<file path="src/design/rsa_arith_pkg.sv">
package rsa_arith_pkg;

	// operand width, one RSA key
	localparam int KEY_W = 256;

	// bit and step counters, must reach KEY_W
	localparam int CNT_W = 9;

	// radix-2 steps in one Montgomery product
	// one step per bit of the first operand
	localparam logic [CNT_W-1:0] MONT_ITER = CNT_W'(KEY_W);

	// plain operand, modulus or result
	typedef logic [KEY_W-1:0] word_t;

	// two spare bits on top of a word
	// a Montgomery step adds b and n to a value below 2n, so it peaks below 4n
	typedef logic [KEY_W+1:0] acc_t;

endpackage

</file>
<file path="src/design/rsa_ctrl_pkg.sv">
package rsa_ctrl_pkg;

	// exponent sequencer states
	typedef enum logic [2:0] {
		IDLE, // waiting for a start
		PREP, // cipher text moving into the Montgomery domain
		LOAD, // start pulse to both multipliers
		MULT, // multipliers busy
		NEXT  // take the products, step to the next bit
	} core_state_e;

	// montgomery_mul: load, MONT_ITER steps, conditional subtract
	localparam logic [rsa_arith_pkg::CNT_W-1:0] MONT_LAT = rsa_arith_pkg::MONT_ITER + 2'd2;

	// modulo_product: load, one doubling per key bit, output
	// the doubling count equals the key width, same as MONT_ITER
	localparam logic [rsa_arith_pkg::CNT_W-1:0] PREP_LAT = rsa_arith_pkg::MONT_ITER + 2'd2;

endpackage

</file>
<file path="src/design/mont_if.sv">
// one Montgomery multiplier seen from the sequencer
// a and b held stable in the start cycle
// res valid from done until the next start
interface mont_if;

	logic start;                // one-cycle pulse
	rsa_arith_pkg::word_t a;    // multiplier operand, scanned bit by bit
	rsa_arith_pkg::word_t b;    // multiplicand, below n
	rsa_arith_pkg::word_t res;  // a * b * R^-1 mod n
	logic done;                 // one-cycle pulse

	// sequencer side
	modport ctrl (
		output start,
		output a,
		output b,
		input  res,
		input  done
	);

	// multiplier side
	modport unit (
		input  start,
		input  a,
		input  b,
		output res,
		output done
	);

endinterface

</file>
<file path="src/design/montgomery_mul.sv">
// radix-2 Montgomery product, res = a * b * 2^-KEY_W mod n
// b below n, n odd, so the result lands below n
module montgomery_mul (
	input  logic                 i_clk,
	input  logic                 i_rst,
	input  rsa_arith_pkg::word_t i_n,
	mont_if.unit                 bus
);

	logic busy;
	logic [rsa_arith_pkg::CNT_W-1:0] step_cnt;
	logic last_step;

	rsa_arith_pkg::word_t a_r; // shifts right, bit 0 is the current bit
	rsa_arith_pkg::word_t b_r;
	rsa_arith_pkg::acc_t acc_r; // stays below 2n between steps
	rsa_arith_pkg::acc_t sum_add;
	rsa_arith_pkg::acc_t sum_red;
	rsa_arith_pkg::acc_t acc_sub;
	rsa_arith_pkg::acc_t n_ext;

	assign n_ext = {2'b00, i_n};
	assign last_step = (step_cnt == rsa_ctrl_pkg::MONT_LAT - 2'd2);

	always_comb begin
		// add b when the operand bit is set
		if (a_r[0]) begin
			sum_add = acc_r + {2'b00, b_r};
		end else begin
			sum_add = acc_r;
		end
		// add n when odd so the halving is exact
		if (sum_add[0]) begin
			sum_red = sum_add + n_ext;
		end else begin
			sum_red = sum_add;
		end
		acc_sub = acc_r - n_ext; // only used when acc_r >= n
	end

	always_ff @(posedge i_clk or posedge i_rst) begin
		if (i_rst) begin
			busy     <= 1'b0;
			step_cnt <= '0;
			bus.done <= 1'b0;
		end else begin
			bus.done <= 1'b0;
			if (!busy) begin
				if (bus.start) begin
					busy     <= 1'b1;
					step_cnt <= '0;
				end
			end else if (last_step) begin
				busy     <= 1'b0;
				bus.done <= 1'b1;
			end else begin
				step_cnt <= step_cnt + 1'b1;
			end
		end
	end

	always_ff @(posedge i_clk) begin
		if (!busy && bus.start) begin
			a_r   <= bus.a;
			b_r   <= bus.b;
			acc_r <= '0;
		end else if (busy && !last_step) begin
			acc_r <= sum_red >> 1;
			a_r   <= a_r >> 1;
		end
		// final reduction into [0, n)
		if (busy && last_step) begin
			if (acc_r >= n_ext) begin
				bus.res <= acc_sub[rsa_arith_pkg::KEY_W-1:0];
			end else begin
				bus.res <= acc_r[rsa_arith_pkg::KEY_W-1:0];
			end
		end
	end

endmodule

</file>
<file path="src/flat_wrapper.sv">
// flat-port wrapper written by rule: the top's interface ports become plain ports
module montgomery_mul_flat 
  (i_clk, i_rst, i_n, bus_start, bus_a, bus_b, bus_res, bus_done);
  mont_if bus_i ();
  input  logic i_clk;
  input  logic i_rst;
  input  rsa_arith_pkg::word_t i_n;
  input wire logic [$bits(bus_i.start)-1:0] bus_start;
  input wire logic [$bits(bus_i.a)-1:0] bus_a;
  input wire logic [$bits(bus_i.b)-1:0] bus_b;
  output wire logic [$bits(bus_i.res)-1:0] bus_res;
  output wire logic [$bits(bus_i.done)-1:0] bus_done;
  assign bus_i.start = bus_start;
  assign bus_i.a = bus_a;
  assign bus_i.b = bus_b;
  assign bus_res = bus_i.res;
  assign bus_done = bus_i.done;
  montgomery_mul u_core (.i_clk(i_clk), .i_rst(i_rst), .i_n(i_n), .bus(bus_i));
endmodule
</file>
<file path="config.mk">
export PLATFORM = sky130hd
export DESIGN_NAME = montgomery_mul_flat
export DESIGN_NICKNAME = d
export VERILOG_FILES = /design/src/design/rsa_arith_pkg.sv /design/src/design/rsa_ctrl_pkg.sv /design/src/design/mont_if.sv /design/src/design/montgomery_mul.sv /design/src/flat_wrapper.sv
export SDC_FILE = /design/constraint.sdc
export NUM_CORES = 2
export LEC_CHECK = 0
export BUFFER_PORTS_ARGS = -buffer_cell sky130_fd_sc_hd__buf_4
export CORE_MARGIN = 2
export CORE_UTILIZATION = 30
export DETAILED_ROUTE_END_ITERATION = 8
export HOLD_SLACK_MARGIN = 0.02
export SKIP_CTS_REPAIR_TIMING = 1
export SYNTH_ARGS = -nofsm -noshare
export SYNTH_HDL_FRONTEND = slang
export SYNTH_SLANG_ARGS = --single-unit
</file>
<file path="constraint.sdc">
create_clock -name i_clk -period 12.4 [get_ports i_clk]
set_input_delay 2.48 -clock i_clk [delete_from_list [all_inputs] [get_ports i_clk]]
set_output_delay 2.48 -clock i_clk [all_outputs]
set_load 0.05 [all_outputs]
</file>
Word-level counts from Yosys, hierarchy flattened
Cells that the tools add are included.

word-level totals
  register bits = 1036
  bits of input ports = 771
  output and inout bits = 257
  logic and storage cells = 35

operators by class
  $add $sub $neg = 4
  magnitude comparators = 1
  equal/unequal tests = 2
  mux-type cells = 13
  reduce and logical (&&, ||, !) cells = 8

operator list
  kind                   number
  $mux W256              3
  $mux W258              2
  $add A257 B256 Y258    1
  $add A258 B256 Y258    1
  $ge A257 B256 Y1       1
  $sub A256 B256 Y256    1
  $mux W9                3
  $add A9 B1 Y9 const B  1
  $eq A9 B9 Y1 const B   1
  $mux W1                5
  $reduce_bool A2 Y1     2
  $logic_and A1 B1 Y1    3
  $logic_not A1 Y1       2
  $ne A2 B2 Y1 const B   1
  $reduce_and A2 Y1      1

Depth between registers and ports, before layout
  depth after elaboration = 5
  gate-level depth with buffers = 40
  depth with buffers taken out = 39

Worst setup path before layout
No wires, ideal clock.

  path type = in2reg
  start = input port bus_start
  end = register u_core.b_r[0], enable pin
  setup time = 0.721 ns
  arrival = 9.919 ns
  required time = 11.679 ns
  setup slack = 1.760 ns
  cell stages on the path = 4
  buffers on the path = 2
  cell sequence = nand2b_1 clkbuf_1 inv_2 clkbuf_1

between the ends
  word-level cells in the longest chain between the ends = 1

ends and longest elaborated chain
  element               RTL line              RTL
  start, declared       flat_wrapper.sv:8     input wire logic [$bits(bus_i.start)-1:0] bus_start;
  $logic_and A1 B1 Y1   montgomery_mul.sv:63  if (!busy && bus.start) begin
  end signal, assigned  montgomery_mul.sv:65  b_r <= bus.b;
  end, declared         montgomery_mul.sv:15  rsa_arith_pkg::word_t b_r;

Every way passes these cells.
A chain may end at the register's enable or synchronous reset.

Worst setup path in the final report
  start = register u_core.b_r[0]
  end = register u_core.acc_r[237]

between the ends
  word-level cells in the longest chain between the ends = 4

ends and longest elaborated chain
  element                RTL line              RTL
  $add A257 B256 Y258 *  montgomery_mul.sv:28  sum_add = acc_r + {2'b00, b_r};
  $mux W258 *            montgomery_mul.sv:27  if (a_r[0]) begin
  $add A258 B256 Y258    montgomery_mul.sv:34  sum_red = sum_add + n_ext;
  $mux W258 *            montgomery_mul.sv:33  if (sum_add[0]) begin
  end signal, assigned   montgomery_mul.sv:68  acc_r <= sum_red >> 1;
  end, declared          montgomery_mul.sv:16  rsa_arith_pkg::acc_t acc_r;

Every way passes the cells marked *; elsewhere a longest branch is shown, timed or not.

==> impl_results.md <==
- Status: finished, final reports clean
- Worst reg2reg startpoint: u_core.b_r[0]
- Post-synth net total: 14.3k
- Max Cap Viol: 0
- Critical path depth: 39
- Post-synthesis sequential area ratio: 0.290
- CTS Root Cell: clkbuf_16
- Initial Util: 0.301
- Fin crit share: 0.957
- HP Class: reg -> reg
- Final RePlAce weighted congestion: 1.05
- WP buf/inv: 2
- Final min period: 11.86 ns
- Global-route wire length before repair: 731 mm
- Worst reg2reg setup slack: 0.54 ns
- Unrepaired setup endpoints after global routing: no
- Post-synth cell types: between 100 and 150
- Vias: 103k
- HPWL Detailed: 443 mm
- Critical Path Max Stage Delay: 0.68 ns
- Share of cells above drive strength 1: 0.133
- Count of flip-flops with a built-in enable after synthesis: 768
- Core ar.: 327,000 um2
- Syn avg cell area: 7.68 um2
- H-tree levels: 4
- Top_reg_cell synth: edfxtp_1
- TritonCTS Buffers: 143
- Crit start category: flip-flop
- CTS tree: built
- Wire per inst: 29.7 um
- Final setup fails: 0
- Largest net degree at the start of global routing: between 150 and 200
- Post-synthesis cell count: 12.8k
- GRT Total Usage: 0.304
- Cell area after synthesis: 98,300 um2
- Num ports: 1,028
- First-pass DRT Iterations: 6
- Initial antenna violation count: 66
- Setup crit end: u_core.acc_r[237]
- R2R cell count: 39
- CP arrival: 12.59 ns
- Commonest non-fill, non-tap cells in the layout: 2,153 x nand2_1, 1,479 x a21oi_1, 1,181 x buf_4
- Crit path from: u_core.b_r[0]
- Skew-Pair Late Insertion Delay: 0.87 ns
- Worst Skew: 0.0731 ns
- NumNets Final: between 10k and 15k
- Final setup TNS: 0 ns
- Slew headroom: 0.100
- Vias per cell: 5.78
- Commonest non-fill, non-tap cell in the layout: nand2_1
- Final count of hold timing violations: 0
- Vias in the first global route: 97.5k
- Site row count: 210
- Required time worst endpoint: 13.13 ns
- Setup crit end kind: flip-flop
- CP Class: reg -> reg
- Largest fanout on the critical path: 8
- Total gr overflow: 0
- Die area: 332,000 um2
- Delay-heaviest family, CP: compound AO/OA/AOI/OAI gates
- Die Y: roughly 580 um
- Synth Register Bits: just over 1k
- Die Wd: 576 um
- Final wirelength: between 500 and 600 mm
- Yosys warns: 0
- PortBufs: 1,027
- Max-slew violations: 0
- Maximum achievable frequency: approximately 84 MHz
- Area growth, synth to finish: 16.7%
- Worst-path clk slew: approximately 0.06 ns
- Ys async rst share: 0.0106
- Clock buffer depth: 4
- DRC errors left: 0
- CTS sink count: 1,036
- Reg2Reg Capture Point: u_core.acc_r[237]
- Slowest CP cell: a2111oi_0
- Drt initial violations: 11.9k
- Actual slew at the worst max-slew pin: ~1.3 ns
- Routed Antenna Nets: 0
[cell usage after synthesis (51+ instances only)]
library cell     n  area [um2]
a21boi_0        65         488
a21o_1         465        3490
a21oi_1       1479        7400
a221oi_1        51         447
a31oi_1        104         651
clkbuf_1       677        2540
dfxtp_1        257        5140
edfxtp_1       768       23100
ha_1           769        9620
inv_1          544        2040
mux2_2         231        2600
nand2_1       2156        8090
nand2b_1        64         400
nand3_1        210        1050
nand4_1        481        3010
nor2_1         900        3380
nor2b_1         63         394
nor3_1         210        1050
nor4_1          71         444
o21a_1         130         976
o21ai_0        987        4940
o21ai_1        203        1020
o21bai_1       302        2270
o31ai_1         80         601
or3_1           55         344
xnor2_1        453        3970
xor2_1         296        2590
[registers in the layout, indices dropped and copies added (netlist names)]
name	flops
u_core.acc_r	257
u_core.a_r	256
u_core.b_r	256
u_core.bus.res	256
u_core.step_cnt	9
u_core.bus.done	1
u_core.busy	1
[area by class of cell]
cell class                 instances  area [um2]
antenna                           42         105
clock buffer                     187        3880
clock inverter                    68         704
fill                           34800      212000
inverter                         546        2060
multi-input combinational      10500       65000
sequential                      1036       28500
tap                             4346        5440
timing repair buffer            1189        9030
[through the flow]
| step | setup slack [ns] | hold slack (ns) | area (um2) | std cells | util |
|---|---|---|---|---|---|
| floorplan | 1.76 | 0.449 | 98300 | 12800 | - |
| global placement | 1.00 | 0.478 | 110000 | 17600 | 0.337 |
| detailed placement | 0.914 | 0.485 | 110000 | 17600 | 0.337 |
| CTS | 0.871 | 0.484 | 115000 | 17800 | 0.351 |
| global route | 0.0176 | 0.497 | 115000 | 17900 | 0.351 |
| finish | 0.537 | 0.483 | 115000 | 17900 | 0.351 |
[layer usage]
metal / vias to the layer above / part of all wire / track usage
met4: 34 / 0.069 / 0.183
met5: - / 0.00056 / 0.00344
li1: 47700 / - / -
met1: 49800 / 0.42 / 0.393
met3: 969 / 0.079 / 0.0554
met2: 4852 / 0.43 / 0.471
[worst register-to-register path, delay by kind of cell (launching register included)]
| family | cells | cell delay (ns) |
|---|---|---|
| AOI/OAI and AO/OA | 17 | 6.16 |
| and+or+nand+nor | 14 | 3.10 |
| adders and majority gates | 3 | 1.12 |
| buffers and inverters | 2 | 0.39 |
| DFF | 1 | 0.36 |
| muxes | 1 | 0.31 |
| xor gates and xnor gates | 2 | 0.30 |
[cell families after synthesis]
kind of cell | synth area share
AND/OR/NAND/NOR | 0.199
multiplexers | 0.0318
XOR/XNOR | 0.0667
flip-flops | 0.290
adder cells (fa/ha/maj) | 0.0985
AO/OA/AOI/OAI | 0.263
buffers and inverters | 0.0505
[worst min path at each step]
stage                                  start                  to  slack, ns  depth (start not counted)
final                        u_core.a_r[195]     u_core.a_r[194]       0.48                          2
after detailed placement  u_core.step_cnt[8]  u_core.step_cnt[8]       0.49                          1
after CTS                    u_core.a_r[195]     u_core.a_r[194]       0.48                          2
after global routing         u_core.a_r[195]     u_core.a_r[194]       0.50                          2
after floorplan           u_core.step_cnt[8]  u_core.step_cnt[8]       0.45                          1
after global placement    u_core.step_cnt[8]  u_core.step_cnt[8]       0.48                          1
Power is left out: the tool's default activity adds up to more than one toggle a clock period on the data nets, which glitch-free logic cannot reach.
