<file path="config.mk">
export PLATFORM = sky130hd
export DESIGN_NAME = modulo_product
export DESIGN_NICKNAME = d
export VERILOG_FILES = /design/src/design/rsa_arith_pkg.sv /design/src/design/rsa_ctrl_pkg.sv /design/src/design/modulo_product.sv
export SDC_FILE = /design/constraint.sdc
export NUM_CORES = 2
export LEC_CHECK = 0
export ABC_AREA = 0
export BUFFER_PORTS_ARGS = -buffer_cell sky130_fd_sc_hd__buf_2
export CAP_MARGIN = 10
export CORE_MARGIN = 2
export CORE_UTILIZATION = 39
export CTS_CLUSTER_DIAMETER = 120
export DETAILED_ROUTE_END_ITERATION = 7
export GPL_ROUTABILITY_DRIVEN = 1
export HOLD_SLACK_MARGIN = 0.15
export MAX_ROUTING_LAYER = met4
export PLACE_DENSITY = 0.67
export REMOVE_ABC_BUFFERS = 1
export SLEW_MARGIN = 30
export SYNTH_ARGS = -nofsm -noshare
export SYNTH_HDL_FRONTEND = slang
export SYNTH_SLANG_ARGS = --single-unit
</file>
<file path="constraint.sdc">
create_clock -name i_clk -period 13.6 [get_ports i_clk]
set_clock_uncertainty 0.1 [all_clocks]
set_input_delay 2.72 -clock i_clk [delete_from_list [all_inputs] [get_ports i_clk]]
set_output_delay 2.72 -clock i_clk [all_outputs]
set_load 0.01 [all_outputs]
</file>
<file path="src/design/rsa_arith_pkg.sv">
package rsa_arith_pkg;

	// operand width, one RSA key
	localparam int KEY_W = 256;

	// bit and step counters, must reach KEY_W
	localparam int CNT_W = 9;

	// radix-2 steps in one Montgomery product
	// one step per bit of the first operand
	localparam logic [CNT_W-1:0] MONT_ITER = CNT_W'(KEY_W);

	// plain operand, modulus or result
	typedef logic [KEY_W-1:0] word_t;

	// two spare bits on top of a word
	// a Montgomery step adds b and n to a value below 2n, so it peaks below 4n
	typedef logic [KEY_W+1:0] acc_t;

endpackage

</file>
<file path="src/design/rsa_ctrl_pkg.sv">
package rsa_ctrl_pkg;

	// exponent sequencer states
	typedef enum logic [2:0] {
		IDLE, // waiting for a start
		PREP, // cipher text moving into the Montgomery domain
		LOAD, // start pulse to both multipliers
		MULT, // multipliers busy
		NEXT  // take the products, step to the next bit
	} core_state_e;

	// montgomery_mul: load, MONT_ITER steps, conditional subtract
	localparam logic [rsa_arith_pkg::CNT_W-1:0] MONT_LAT = rsa_arith_pkg::MONT_ITER + 2'd2;

	// modulo_product: load, one doubling per key bit, output
	// the doubling count equals the key width, same as MONT_ITER
	localparam logic [rsa_arith_pkg::CNT_W-1:0] PREP_LAT = rsa_arith_pkg::MONT_ITER + 2'd2;

endpackage

</file>
<file path="src/design/modulo_product.sv">
// a * 2^KEY_W mod n by repeated doubling
// a must be below n, n odd and above 1
module modulo_product (
	input  logic                 i_clk,
	input  logic                 i_rst,
	input  logic                 i_start,
	input  rsa_arith_pkg::word_t i_a,
	input  rsa_arith_pkg::word_t i_n,
	output rsa_arith_pkg::word_t o_t,
	output logic                 o_done
);

	logic busy;
	logic [rsa_arith_pkg::CNT_W-1:0] step_cnt;
	logic last_step;

	rsa_arith_pkg::word_t t_r; // running value, kept below n
	rsa_arith_pkg::word_t n_r;
	rsa_arith_pkg::acc_t t_dbl;
	rsa_arith_pkg::acc_t t_next;

	// all doublings done, this cycle writes the output
	assign last_step = (step_cnt == rsa_ctrl_pkg::PREP_LAT - 2'd2);

	always_comb begin
		t_dbl = {1'b0, t_r, 1'b0}; // 2t < 2n, fits
		if (t_dbl >= {2'b00, n_r}) begin
			t_next = t_dbl - {2'b00, n_r};
		end else begin
			t_next = t_dbl;
		end
	end

	always_ff @(posedge i_clk or posedge i_rst) begin
		if (i_rst) begin
			busy     <= 1'b0;
			step_cnt <= '0;
			o_done   <= 1'b0;
		end else begin
			o_done <= 1'b0;
			if (!busy) begin
				if (i_start) begin
					busy     <= 1'b1;
					step_cnt <= '0;
				end
			end else if (last_step) begin
				busy   <= 1'b0;
				o_done <= 1'b1;
			end else begin
				step_cnt <= step_cnt + 1'b1;
			end
		end
	end

	// operands and running value
	always_ff @(posedge i_clk) begin
		if (!busy && i_start) begin
			t_r <= i_a;
			n_r <= i_n;
		end else if (busy && !last_step) begin
			t_r <= t_next[rsa_arith_pkg::KEY_W-1:0];
		end
		if (busy && last_step) begin
			o_t <= t_r; // held until the next run ends
		end
	end

endmodule

</file>
# == Word level (Yosys, flattened, before mapping) ==
# Cells that the tools add are included.
# word_totals
register_bits,779
latch_bits,0
mem_bits_rw,0
mem_bits_ro,0
out_inout_bits,257
wordCells,30
memories,0
# op_classes
n_addsub,2
multipliers,0
n_div,0
magnitude_cmp,1
n_eq_ne,2
shift,0
muxes,11
bitwise,0
reduce_logical,8
# op_table
operator,n
$mux 256,3
$ge 257x256->1,1
$sub 256x256->256,1
$mux 9,3
$add 9x1->9 const B,1
$eq 9x9->1 const B,1
$mux 1,5
$reduce_bool 2->1,2
$logic_and 1x1->1,3
$logic_not 1->1,2
$ne 2x2->1 const B,1
$reduce_and 2->1,1

# == Longest topological paths before layout ==
# depth
ltp_word,5
depth_mapped,19
ltp_nobuf,17

# == Least setup slack after synthesis ==
# OpenSTA, ideal clock, no wires.
# synth_timing
path_kind,input port to flip-flop
startpoint,in i_start
endpoint,"reg n_r[0], enable pin"
arrival_time_ns,10.378
t_required_ns,12.780
slack_ns,2.402
path_stages,5
cell_sequence,nand2b_1 > clkbuf_1 > inv_1 > clkbuf_1 > clkbuf_1
# synth_between
elab_chain_len,1
# synth_lines
item,line_no,source
from (decl),modulo_product.sv:6,"input logic i_start,"
$logic_and 1x1->1,modulo_product.sv:57,if (!busy && i_start) begin
to (signal assigned),modulo_product.sv:59,n_r <= i_n;
to (decl),modulo_product.sv:18,rsa_arith_pkg::word_t n_r;
# Every way passes these cells.
# A chain may end at the register's enable or synchronous reset.

# == Worst setup path after layout ==
# layout_timing
startpoint,reg t_r[3]
endpoint,reg t_r[102] (data pin)
# layout_between
elab_chain_len,4
elab_cells_between_ends,5
classes_between,add/sub (1); order compare (1); mux (3)
# layout_lines
item,line_no,source
from (decl),modulo_product.sv:17,rsa_arith_pkg::word_t t_r;
from (signal assigned),modulo_product.sv:58,t_r <= i_a;
from (signal assigned),modulo_product.sv:61,t_r <= t_next[rsa_arith_pkg::KEY_W-1:0];
$sub 256x256->256 or $ge 257x256->1 (tied branches),"modulo_product.sv:28, modulo_product.sv:27",
$mux 256 *,modulo_product.sv:27,"if (t_dbl >= {2'b00, n_r}) begin"
$mux 256 *,modulo_product.sv:60,end else if (busy && !last_step) begin
$mux 256 *,modulo_product.sv:57,
# Mark *: on every way between the ends. The rest lies on a longest branch, timed or not. The select of a mux whose other input is x is not followed.

==> impl_metrics.sql <==
INSERT INTO impl_metrics (metric_group, metric, value, unit) VALUES
('outcome', 'run_status', 'completed', ''),
('floorplanning', 'floorplan.io_pins', '772', ''),
('placed_design', 'dp_slack', '6810', 'ps'),
('worst_hold_path', 'holdCritPathClass', 'flip-flop to flip-flop', ''),
('synthesis', 'sequential_share_of_the_synthesized_area', '48.0', '%'),
('timing', 'timing.final.setup_violations', '0', ''),
('worst_hold_path', 'worstHoldPathCells', '0', ''),
('final_layout', 'design.final.nets', '6650', ''),
('synthesis', 'synth_area_per_cell', '9.27', 'um^2'),
('placed_design', 'place_congestion', '0.973', ''),
('final_layout', 'flow.area_growth_from_synthesis', '16.3', '%'),
('power', 'post-layout-total-power', '13300', 'uW'),
('grt', 'largest_net_degree_at_the_start_of_global_routing', '169', ''),
('setup_path', 'timing.critical_path.fanout_max', '168', ''),
('clock_tree', 'clk_latency', '740', 'ps'),
('setup_path', 'cp_data_arrival_time', '7110', 'ps'),
('timing', 'post-route-worst-setup-slack', '6800', 'ps'),
('timing', 'fin_hold_ws', '371', 'ps'),
('run', 'max-cap-violations', '0', ''),
('worst_hold_path', 'hold_start', 't_r[132]$_DFFE_PP_', ''),
('placed_design', 'dp_hpwl', '156000', 'um'),
('final_layout', 'finish.instance_area', '0.0565', 'mm^2'),
('timing', 'finalWorstPathRequiredPeriod', '6800', 'ps'),
('timing', 'final_clock_period_utilization_by_the_worst_path', '50.0', '%'),
('clock_tree', 'clk_path_buf_depth', '3', ''),
('grt', 'globalRoute.totalOverflow', '0', ''),
('drt', 'detail-route-antenna-nets', '0', ''),
('setup_path', 'critPathLaunch', 't_r[3]$_DFFE_PP_', ''),
('timing', 'drv_slew', '0', ''),
('floorplanning', 'row_count', '129', ''),
('timing', 'report.final.hold_viol_count', '0', ''),
('floorplanning', 'floorplan.initialDensity', '39.3', '%'),
('drt', 'drt-pass1-iter-count', '6', ''),
('floorplanning', 'fp.dieArea', '0.127', 'mm^2'),
('clock_tree', 'cts_max_level', '3', ''),
('final_layout', 'post_route_cells_drive_above_1_share', '17.0', '%'),
('synthesis', 'count_of_flip_flops_with_a_built_in_enable_after_synthesis', '768', ''),
('setup_path', 'timing.critical_path.to_type', 'flip-flop', ''),
('setup_path', 'r2r_cells', '16', ''),
('synthesis', 'async_reset_ff_share', '1.41', '%'),
('setup_path', 'timing.rr.start', 't_r[3]$_DFFE_PP_', ''),
('floorplanning', 'core', '0.124', 'mm^2'),
('timing', 'worst_pin_slew', '1050', 'ps'),
('setup_path', 'criticalPathCategory', 'flip-flop to flip-flop', ''),
('synthesis', 'yosysWarningCount', '0', ''),
('timing', 'fmax', '147', 'MHz'),
('clock_tree', 'cts_hold_buffers', '0', ''),
('synthesis', 'post_synth_num_cell_types', '102', ''),
('timing', 'unrepaired_setup_endpoints_after_global_routing', 'false', ''),
('floorplanning', 'die_h', '357', 'um'),
('clock_tree', 'tritoncts', 'built', ''),
('floorplanning', 'chipWidth', '357', 'um'),
('drt', 'via_count', '44000', ''),
('clock_tree', 'clock_slew_seen_by_the_registers_of_the_worst_setup_and_hold_paths', '70', 'ps'),
('synthesis', 'syn_inst', '5243', ''),
('clock_tree', 'clock_tree_sinks', '779', ''),
('clock_tree', 'ctsRootBufferMaster', 'clkbuf_16', ''),
('clock_tree', 'cells_resized_by_post_cts_repair', '0', ''),
('drt', 'wirelength', '196000', 'um'),
('placed_design', 'placed_area', '0.0538', 'mm^2'),
('synthesis', 'mappedNetlistArea', '0.0486', 'mm^2'),
('power', 'peakVddDrop', '179', 'uV'),
('grt', 'track_usage', '30.5', '%'),
('synthesis', 'ys.flop_type', 'edfxtp_1', ''),
('timing', 'slew_headroom', '30.1', '%'),
('synthesis', 'synth_seq_cells', '779', ''),
('drt', 'drt-vias-per-instance', '5.79', ''),
('clock_tree', 'post-cts-setup-buffer-count', '0', ''),
('timing', 'fin_setup_tns', '0', 'ps'),
('placed_design', 'numPortBuffers', '771', ''),
('setup_path', 'cp_data_required_time', '13910', 'ps'),
('grt', 'grt_antenna_before_repair', '20', ''),
('grt', 'first_global_vias', '42300', ''),
('grt', 'grt_pass1_wl', '279000', 'um'),
('setup_path', 'startpoint_type', 'flip-flop', ''),
('power', 'total_leakage_power', '0.0226', 'uW'),
('drt', 'drt_iter0_markers', '4763', ''),
('drt', 'remaining_drc_errors', '0', ''),
('power', 'ratio_of_total_power_to_cell_area', '235', 'mW/mm^2'),
('drt', 'drt-wirelength-per-cell', '25.8', 'um'),
('clock_tree', 'cts_made_buffers', '86', '');
sequential cells by signal, indices dropped and copies added, names as in the netlist:
| register | cells |
|---|---|
| n_r | 256 |
| o_t | 256 |
| o_done | 1 |
| step_cnt | 9 |
| t_r | 256 |
| busy | 1 |
final timing paths:
path                                            to  slack (ps)
max                             t_r[102]$_DFFE_PP_        6800
min                             o_t[132]$_DFFE_PP_         370
max reg2reg                     t_r[102]$_DFFE_PP_        6800
min reg2reg                     o_t[132]$_DFFE_PP_         370
max in group asynchronous  step_cnt[3]$_DFFE_PP0P_       11190
min in group asynchronous  step_cnt[5]$_DFFE_PP0P_        1920
layout make-up:
type | count | area (um^2)
Inverter | 355 | 1340
Tap cell | 1637 | 2050
Antenna cell | 15 | 37.5
Clock inverter | 59 | 552
Timing Repair Buffer | 799 | 4100
Multi-Input combinational cell | 3855 | 22900
Sequential cell | 779 | 23300
Fill cell | 12100 | 67100
Clock buffer | 95 | 2190
Yosys cell counts, types with 14 or more instances:
| master | n | area [um^2] |
|---|---|---|
| nand4_1 | 151 | 945 |
| nand3_1 | 57 | 285 |
| nor2_1 | 509 | 1910 |
| nor2b_1 | 18 | 113 |
| ha_1 | 258 | 3230 |
| nor4_1 | 35 | 219 |
| nand2_1 | 632 | 2370 |
| xnor2_1 | 151 | 1320 |
| inv_1 | 355 | 1330 |
| o21ai_0 | 457 | 2290 |
| or3_1 | 20 | 125 |
| o21a_1 | 39 | 293 |
| o31ai_1 | 30 | 225 |
| or2_2 | 18 | 113 |
| a21boi_0 | 22 | 165 |
| buf_2 | 57 | 285 |
| a211oi_1 | 15 | 113 |
| and3_1 | 29 | 181 |
| edfxtp_1 | 768 | 23100 |
| a31oi_1 | 44 | 275 |
| nor3_1 | 68 | 340 |
| nand2b_1 | 29 | 181 |
| o21ai_1 | 17 | 85.1 |
| xor2_1 | 91 | 797 |
| a21o_1 | 90 | 676 |
| o211ai_1 | 20 | 150 |
| a21oi_1 | 758 | 3790 |
| clkbuf_1 | 184 | 691 |
| a221oi_1 | 14 | 123 |
| o21bai_1 | 100 | 751 |
power breakdown:
| part | switching [uW] | leakage, uW | internal, uW |
|---|---|---|---|
| Clock | 1040 | 0.00133 | 1300 |
| Combinational | 4570 | 0.0138 | 2450 |
| Sequential | 466 | 0.00742 | 3470 |
cells by family after synthesis:
group / after synthesis / synth area share [%]
buffers and inverters: 609 / 4.90
muxes: 3 / 0.0669
and+or+nand+nor: 1619 / 14.9
AOI/OAI and AO/OA: 1732 / 21.1
DFF: 779 / 48.0
adders and majority gates: 259 / 6.68
xor gates and xnor gates: 242 / 4.36
critical path, stage by stage, from the launching register on:
cell and delay (ps):
edfxtp_1 420, ha_1 400, nand2_2 170, a211o_1 400, a2111oi_4 440, o311ai_1 250, a211oi_2 430, o21ai_1 180
a211oi_2 520, o21ai_2 180, a21oi_2 330, a31o_4 650, buf_4 760, buf_12 570, nand2_1 140, o21ai_0 140
a21oi_1 100
per-layer routing:
metal | GRT usage [%] | vias up | part of all wire (%)
li1 | - | 20300 | -
met1 | 41.0 | 21200 | 43
met2 | 45.2 | 2175 | 44
met3 | 6.80 | 283 | 9.4
met4 | 11.1 | 0 | 3.6
met5 | - | - | 0
layout by cell type, fill, tap and decap left out, drive strengths merged, types with 8 or more instances in the layout:
master,netlist,final
xor2,91,91
o21ai,478,478
xnor2,151,151
a221oi,14,14
nor2b,18,18
a211oi,18,18
buf,70,799
nor4,38,38
a21boi,25,25
nand4,152,152
a311oi,9,9
a21o,90,90
o31ai,35,35
diode,0,15
or4,8,8
nor3,71,71
or3,20,20
o21a,39,39
ha,258,258
o41ai,10,10
nand3,58,58
a21oi,764,764
clkinv,0,38
inv,355,362
o21bai,101,101
clkbuf,184,95
o211ai,22,22
nor2,509,509
or2,20,20
nand2b,29,29
a221o,8,8
and3,30,30
a31oi,47,47
and2,14,14
nand2,634,634
dfrtp,11,11
edfxtp,768,768
metrics by stage:
stage / instances / util (%)
finish: 7594 / 45.7
global route: 7593 / 45.7
CTS: 7579 / 45.7
detailed placement: 7425 / 43.5
global placement: 7425 / 43.5
floorplan: 4989 / -
(Power assumes the default switching activity.)
